<file path="config.mk">
export PLATFORM = sky130hd
export DESIGN_NAME = execute_unit
export DESIGN_NICKNAME = d
export VERILOG_FILES = /design/src/logic/rv_pipe_pkg.sv /design/src/logic/execute_unit.sv
export VERILOG_INCLUDE_DIRS = /design/src /design/src/logic
export SDC_FILE = /design/constraint.sdc
export NUM_CORES = 1
export LEC_CHECK = 0
export BUFFER_PORTS_ARGS = -buffer_cell sky130_fd_sc_hd__buf_4
export CAP_MARGIN = 0
export CORE_ASPECT_RATIO = 1.75
export CORE_MARGIN = 2
export CORE_UTILIZATION = 50
export DETAILED_ROUTE_END_ITERATION = 16
export PLACE_DENSITY = 0.89
export SLEW_MARGIN = 30
export SYNTH_ARGS = -nofsm -noshare
export SYNTH_HDL_FRONTEND = slang
export SYNTH_SLANG_ARGS = --single-unit
</file>
<file path="constraint.sdc">
create_clock -name vclk -period 12.68
set_input_delay 1.902 -clock vclk [all_inputs]
set_output_delay 1.902 -clock vclk [all_outputs]
set_load 0.05 [all_outputs]
</file>
<file path="src/logic/rv_pipe_config.svh">
`ifndef RV_PIPE_CONFIG_SVH
`define RV_PIPE_CONFIG_SVH

// Data word width
`define RV_XLEN 32

// Instruction memory depth as a word address width
`define RV_IMEM_AW 8

// Data memory depth as a word address width
`define RV_DMEM_AW 6

// Register index width, 32 registers
`define RV_REG_AW 5

`endif

</file>
<file path="src/logic/rv_pipe_pkg.sv">
`default_nettype none

`include "rv_pipe_config.svh"

package rv_pipe_pkg;

// Major opcodes of the supported subset
typedef enum logic [6:0] {
        OPC_LOAD   = 7'b0000011,
        OPC_OP_IMM = 7'b0010011,
        OPC_STORE  = 7'b0100011,
        OPC_OP     = 7'b0110011,
        OPC_BRANCH = 7'b1100011
} opcode_t;

// ALU functions, ADD at zero so a bubble is an add
typedef enum logic [2:0] {
        ALU_ADD = 3'd0,
        ALU_SUB = 3'd1,
        ALU_AND = 3'd2,
        ALU_OR  = 3'd3,
        ALU_XOR = 3'd4,
        ALU_SLT = 3'd5
} alu_op_t;

// Operand source in execute
typedef enum logic [1:0] {
        FWD_NONE = 2'd0,
        FWD_MEM  = 2'd1,
        FWD_WB   = 2'd2
} fwd_sel_t;

typedef struct packed {
        logic    reg_write;
        logic    mem_read;
        logic    mem_write;
        // Second operand from immediate
        logic    alu_src;
        alu_op_t alu_op;
} ctrl_t;

typedef struct packed {
        logic                   valid;
        logic [`RV_IMEM_AW-1:0] pc;
        logic [`RV_XLEN-1:0]    instr;
} if_id_t;

typedef struct packed {
        ctrl_t                 ctrl;
        logic [`RV_REG_AW-1:0] rs1;
        logic [`RV_REG_AW-1:0] rs2;
        logic [`RV_REG_AW-1:0] rd;
        logic [`RV_XLEN-1:0]   rs1_data;
        logic [`RV_XLEN-1:0]   rs2_data;
        logic [`RV_XLEN-1:0]   imm;
        logic                  halt;
} id_ex_t;

typedef struct packed {
        ctrl_t                 ctrl;
        logic [`RV_REG_AW-1:0] rd;
        logic [`RV_XLEN-1:0]   alu_result;
        logic [`RV_XLEN-1:0]   store_data;
        logic                  halt;
} ex_mem_t;

typedef struct packed {
        logic                  reg_write;
        logic [`RV_REG_AW-1:0] rd;
        logic [`RV_XLEN-1:0]   result;
        logic                  halt;
} mem_wb_t;

// Program load port, one word per strobe
typedef struct packed {
        logic                   valid;
        logic [`RV_IMEM_AW-1:0] addr;
        logic [`RV_XLEN-1:0]    data;
} imem_wr_t;

// Committed register write
typedef struct packed {
        logic                  valid;
        logic [`RV_REG_AW-1:0] rd;
        logic [`RV_XLEN-1:0]   data;
} wb_obs_t;

endpackage

`default_nettype wire

</file>
<file path="src/logic/execute_unit.sv">
`timescale 1ns/100ps
`default_nettype none

`include "rv_pipe_config.svh"

module execute_unit (
        input  wire rv_pipe_pkg::id_ex_t  i_id_ex,
        input  wire rv_pipe_pkg::mem_wb_t i_mem_fwd,
        input  wire rv_pipe_pkg::mem_wb_t i_wb_fwd,
        output rv_pipe_pkg::ex_mem_t      o_ex_mem
);

import rv_pipe_pkg::*;

// MEM wins over WB, x0 never forwards
function automatic fwd_sel_t pick_fwd(input logic [`RV_REG_AW-1:0] src,
                                      input mem_wb_t mem_fwd,
                                      input mem_wb_t wb_fwd);
        fwd_sel_t sel;
        sel = FWD_NONE;
        if (src != '0) begin
                if (mem_fwd.reg_write && (mem_fwd.rd == src))
                        sel = FWD_MEM;
                else if (wb_fwd.reg_write && (wb_fwd.rd == src))
                        sel = FWD_WB;
        end
        return sel;
endfunction

function automatic logic [`RV_XLEN-1:0] fwd_value(input fwd_sel_t sel,
                                                  input logic [`RV_XLEN-1:0] reg_val,
                                                  input mem_wb_t mem_fwd,
                                                  input mem_wb_t wb_fwd);
        case (sel)
        FWD_MEM: return mem_fwd.result;
        FWD_WB:  return wb_fwd.result;
        default: return reg_val;
        endcase
endfunction

fwd_sel_t            sel_a;
fwd_sel_t            sel_b;
logic [`RV_XLEN-1:0] op_a;
// Forwarded rs2, also the store data
logic [`RV_XLEN-1:0] rs2_val;
logic [`RV_XLEN-1:0] op_b;
logic [`RV_XLEN-1:0] result;
logic                lt;

assign sel_a   = pick_fwd(i_id_ex.rs1, i_mem_fwd, i_wb_fwd);
assign sel_b   = pick_fwd(i_id_ex.rs2, i_mem_fwd, i_wb_fwd);
assign op_a    = fwd_value(sel_a, i_id_ex.rs1_data, i_mem_fwd, i_wb_fwd);
assign rs2_val = fwd_value(sel_b, i_id_ex.rs2_data, i_mem_fwd, i_wb_fwd);
assign op_b    = i_id_ex.ctrl.alu_src ? i_id_ex.imm : rs2_val;

// Signed compare for SLT
assign lt = $signed(op_a) < $signed(op_b);

always_comb begin
        case (i_id_ex.ctrl.alu_op)
        ALU_ADD: result = op_a + op_b;
        ALU_SUB: result = op_a - op_b;
        ALU_AND: result = op_a & op_b;
        ALU_OR:  result = op_a | op_b;
        ALU_XOR: result = op_a ^ op_b;
        ALU_SLT: result = {{(`RV_XLEN-1){1'b0}}, lt};
        default: result = '0;
        endcase
end

always_comb begin
        o_ex_mem.ctrl       = i_id_ex.ctrl;
        o_ex_mem.rd         = i_id_ex.rd;
        o_ex_mem.alu_result = result;
        o_ex_mem.store_data = rs2_val;
        o_ex_mem.halt       = i_id_ex.halt;
end

endmodule

`default_nettype wire

</file>
==> impl_metrics.ini, run 1 <==
[sta]
tns_ns = 0
hold_slack_ns = 3.80
slew_violations = 0
period_share_pct = 75.9
hold_viol = 0
rsz0062_at_grt = no
setup_ws_ns = 3.05
fin_crit_ns = 9.63
fmax_mhz = 104
finalSetupViolCount = 0
max_slew.worst_pin.slew_ns = 0.868
slew_headroom_pct = 41.9

[route]
drc = 0
routed_via_density = 6.34
num_vias = 9799
dr.pass1.iters = 6
totalWireLength_um = 28900
drt_iter0_drc = 870
ant_nets = 0
post_drt_wl_per_cell_um = 18.7

[power_and_ir_drop]
pwr-share-comb_pct = 100.0
pwr-share-seq_pct = 0
irDropWorstVdd_uv = 35.3
p_switching_mw = 0.370
p_clk_share_pct = 0
swShare_pct = 64.2
cellInternalPower_mw = 0.206
p_leak_nw = 4.31
finalPower_mw = 0.576
power_density_nw_per_um2 = 62.6

[layout]
nNetsFinal = 1668
areaGrowthSynthToFinish_pct = 23.5
fin_util_pct = 62.6
final_cell_area_um2 = 9200
n_sequential_cell = 0
regArea_um2 = 0
drive_gt1_share_pct = 21.8
antenna_cells = 0
clkbuf_count = 0
instances_no_fill = 1545
nFillCells = 1436

[run_status]
status = completed

[setup_path]
cp_top_family = compound AO/OA/AOI/OAI gates
slowest_delay_ns = 0.53
timing.critical_path.mode_cell = buf_4
crit_buf_inv = 4
arrival_ns = 7.73
worstPathCellList = buf_4, xor2_1, nor4_1, and3_1, or4_1, ha_2, buf_4, nor2_1, a21oi_1, o21ai_0, ha_1, inv_1, fa_1, nor2b_1, o31a_1, o21ai_1, o21ai_1, a41oi_2, nor4_1, a21oi_1, xnor2_1, a221o_1, buf_4
start_kind = input port
end_kind = primary output
worstPathRequired_ns = 10.78
cp_max_fo = 63
crit_type = in2out
slowest_stage = or4_1

[yosys]
syn_area_per_cell_um2 = 6.21
syn_nets = 1503
synthCells = 1199
synth_cell_types = 84
yosys_warnings = 0
syn_area_um2 = 7450
seq_area_frac_synth_pct = 0

[floorplanning]
die_area_um2 = 15900
num_rows = 59
start_util_pct = 50.7
die_x_um = 96.2
design.core.area_um2 = 14700
dieHeight_um = 165
ios = 274

[global_routing]
gr-total-overflow = 0
grt_max_degree = 66
grt_pass1_vias = 9295
track_usage_pct = 34.9
antenna_found_initial = 0
grt_pass1_wl_um = 44800

[clock_tree]
cts_setup_buffers = 0
cts.repair.resized = 0
ctsHoldBuffers = 0

[min_path]
hp-class = in2out

[place]
port_buffers = 254
dpl.cell_count = 1545
gp_congestion = 1.09
place_area_um2 = 9190
dpl_worst_slack_ns = 3.20
place_hpwl_um = 22900

[run]
drv_cap = 0
-- cell usage in the layout (no fill, tap or decap), types with 16 or more instances in the layout --
cell and count:
o211ai_1 24, a22oi_1 65, a21oi_1 120, nor3_1 23, nand2_1 119, nor2_1 124, buf_4 260, inv_1 122
ha_1 103, nand3_1 16, o21ai_0 104, xnor2_1 25
-- worst paths after layout --
check                     start           end  slack [ns]  cells after the start
hold / removal      i_id_ex[97]  o_ex_mem[65]        3.80                      0
setup / recovery  i_mem_fwd[35]  o_ex_mem[57]        3.05                     23
-- cells by family (layout without fill, tap and decap cells) --
| kind of cell | Yosys count | count (layout) | synth area share (%) |
|---|---|---|---|
| multiplexers | 9 | 9 | 1.23 |
| XOR/XNOR | 39 | 39 | 4.59 |
| AO/OA/AOI/OAI | 462 | 462 | 41.9 |
| AND/OR/NAND/NOR | 354 | 354 | 21.5 |
| adder cells (fa/ha/maj) | 107 | 107 | 18.2 |
| buffers and inverters | 228 | 391 | 12.6 |
-- power by group through the flow --
stage | registers (mW) | logic (mW) | clock network (mW)
6_report | 0 | 0.576 | 0
5_1_grt | 0 | 0.619 | 0
4_1_cts | 0 | 0.563 | 0
3_5_place_dp | 0 | 0.561 | 0
3_3_place_gp | 0 | 0.554 | 0
2_1_floorplan | 0 | 0.401 | 0
-- synthesized netlist by cell type, types with 6 or more instances --
cell type  instances  area, um^2
a211oi_1           8        60.1
nor4_1            10        62.6
nor2b_1           11        68.8
a21o_1             8        60.1
xor2_1            14         123
buf_2             10        50.1
nand3_1           16        80.1
mux2i_1            8        80.1
nand2_1          119         447
nand2b_1          11        68.8
nor2_1           124         465
o21bai_1          12        90.1
o211ai_1          24         180
buf_4             18         135
o21ai_1            9        45.0
nor3_1            23         115
clkbuf_1          58         218
a211o_1            9        78.8
o31ai_1           10        75.1
and3_1             6        37.5
xnor2_1           25         219
ha_1             105        1310
a21oi_1          120         601
o21ai_0          104         521
buf_1             11        41.3
o21a_1             8        60.1
inv_2              7        26.3
o22ai_1           13        81.3
a31oi_1            7        43.8
inv_1            122         458
a22oi_1           65         488
-- routing by layer --
layer  part of all wire [%]  up-vias  global-route usage [%]  routed length, um
met5                      0        -                       0                  0
met2                     50      575                    61.9              14600
met1                     35     4485                    38.4              10100
li1                       -     4578                       -                  -
met4                    7.0        0                    21.6               2030
met3                    7.9      161                    4.22               2270
-- final cells by class --
class              instances  area (um^2)  area share [%]
repair buffers           260         1950            21.2
multi-input cells        971         6530            70.9
well taps                183          229            2.49
inverters                131          492            5.35
Power figures use the tool's default switching activity.
==> run 2, diff against run 1 <==
- CORE_UTILIZATION: 50 -> 48
- clock period: 12.68 -> 8.6 ns (I/O delays scaled with it)
==> run 2 against run 1 <==
  * Total power rose by 48%
  * Via count fell by 2.3%
  * Global-route usage fell by 2.0 points
  * Worst hold slack got worse by 1.2 ns
  * Setup slack got worse by 2.6 ns
  * Largest power group unchanged
==> impl_metrics.ini, run 2 (synthesis gave the netlist of run 1 again) <==
[route]
totalWireLength_um = 29100
post_drt_wl_per_cell_um = 18.6
met1_length_um = 10600
num_vias = 9576
ant_nets = 0
drc = 0
routed_via_density = 6.13
dr.pass1.iters = 7
dr_wl_met2_um = 15200
wl_met3_um = 1630
drt_iter0_drc = 606
top_layer = met4

[clock_tree]
cts.repair.resized = 0
ctsHoldBuffers = 0
cts_setup_buffers = 0

[power_and_ir_drop]
pwr-share-comb_pct = 100.0
finalPower_mw = 0.853
p_clk_share_pct = 0
irDropWorstVdd_uv = 48.2
p_leak_nw = 4.37
swShare_pct = 63.7
cellInternalPower_mw = 0.310
pwr-share-seq_pct = 0
power_density_nw_per_um2 = 91.7
p_switching_mw = 0.543

[setup_path]
cp_max_fo = 37
crit_type = in2out
crit_buf_inv = 4
worstPathRequired_ns = 7.31
slowest_delay_ns = 0.66
slowest_stage = ha_2
start_kind = input port
timing.critical_path.mode_cell = o21ai_0
end_kind = primary output
cp_top_family = compound AO/OA/AOI/OAI gates
worstPathCellList = buf_4, xor2_1, nor4_1, and3_1, or4_1, ha_2, buf_4, a21oi_1, o21ai_0, ha_1, clkinv_1, o21ai_0, o21ai_1, o21ai_1, a21boi_0, or3_1, o21ai_0, o21ai_0, o21ai_0, buf_4
arrival_ns = 6.82

[sta]
max_slew.worst_pin.slew_ns = 0.939
slew_violations = 0
fmax_mhz = 123
period_share_pct = 94.3
fin_crit_ns = 8.11
slew_headroom_pct = 37.4
hold_viol = 0
tns_ns = 0
rsz0062_at_grt = no
hold_slack_ns = 2.58
finalSetupViolCount = 0

[floorplanning]
num_rows = 60
start_util_pct = 48.6
design.core.area_um2 = 15300
die_x_um = 98.2
die_area_um2 = 16600
ios = 274
dieHeight_um = 169

[layout]
clkbuf_count = 0
nNetsFinal = 1682
areaGrowthSynthToFinish_pct = 24.9
regArea_um2 = 0
n_sequential_cell = 0
antenna_cells = 0
drive_gt1_share_pct = 22.7
layout_commonest_cell = buf_4
layout_common_cells = 274 x buf_4, 124 x nor2_1, 122 x inv_1, 120 x a21oi_1, 119 x nand2_1
fin_util_pct = 60.7
final_cell_area_um2 = 9300

[min_path]
hp-class = in2out
hold_start = i_id_ex[100]
hold_end = o_ex_mem[68]
hold_depth = 0

[global_routing]
gr-total-overflow = 0
grt_max_degree = 97
track_usage_pct = 32.9
grt_pass1_wl_um = 45700
antenna_found_initial = 0
grt_pass1_vias = 9297

[place]
place_hpwl_um = 23400
place_area_um2 = 9300
port_buffers = 254
gp_congestion = 0.999

[run]
drv_cap = 0

[run_status]
status = completed
-- run 2: how the worst max path moves through the flow --
| stage | start | to | cells past startpoint | slack, ns |
|---|---|---|---|---|
| floorplan | i_id_ex[105] | o_ex_mem[47] | 21 | 0.87 |
| global placement | i_id_ex[103] | o_ex_mem[33] | 21 | 0.61 |
| detailed placement | i_mem_fwd[36] | o_ex_mem[63] | 21 | 0.60 |
| CTS | i_mem_fwd[36] | o_ex_mem[33] | 21 | 0.58 |
| global route | i_mem_fwd[36] | o_ex_mem[63] | 21 | 0.009 |
| finish | i_mem_fwd[36] | o_ex_mem[47] | 20 | 0.49 |
-- run 2: power by group through the flow --
stage               Combinational, mW  Clock, mW  Sequential, mW
global route                    0.915          0               0
floorplan                       0.592          0               0
finish                          0.853          0               0
detailed placement              0.838          0               0
CTS                             0.841          0               0
global placement                0.830          0               0
-- run 2: area by class of cell --
| class | count | area, um^2 |
|---|---|---|
| repair buffers | 274 | 2060 |
| inverters | 131 | 492 |
| well taps | 186 | 233 |
| fillers | 1527 | 6020 |
| multi-input cells | 971 | 6520 |
-- run 2: routing by layer --
layer  track usage (%)  up-vias
met1              36.4     4400
met2              62.6      464
met3              1.94      116
met4              16.4        0
li1                  -     4596
met5                 0        -
-- run 2: stage by stage --
step	setup WS, ns	std cells
after floorplan	0.869	1199
after global placement	0.608	1562
after detailed placement	0.603	1562
after CTS	0.578	1562
after global routing	0.00889	1562
final	0.489	1562
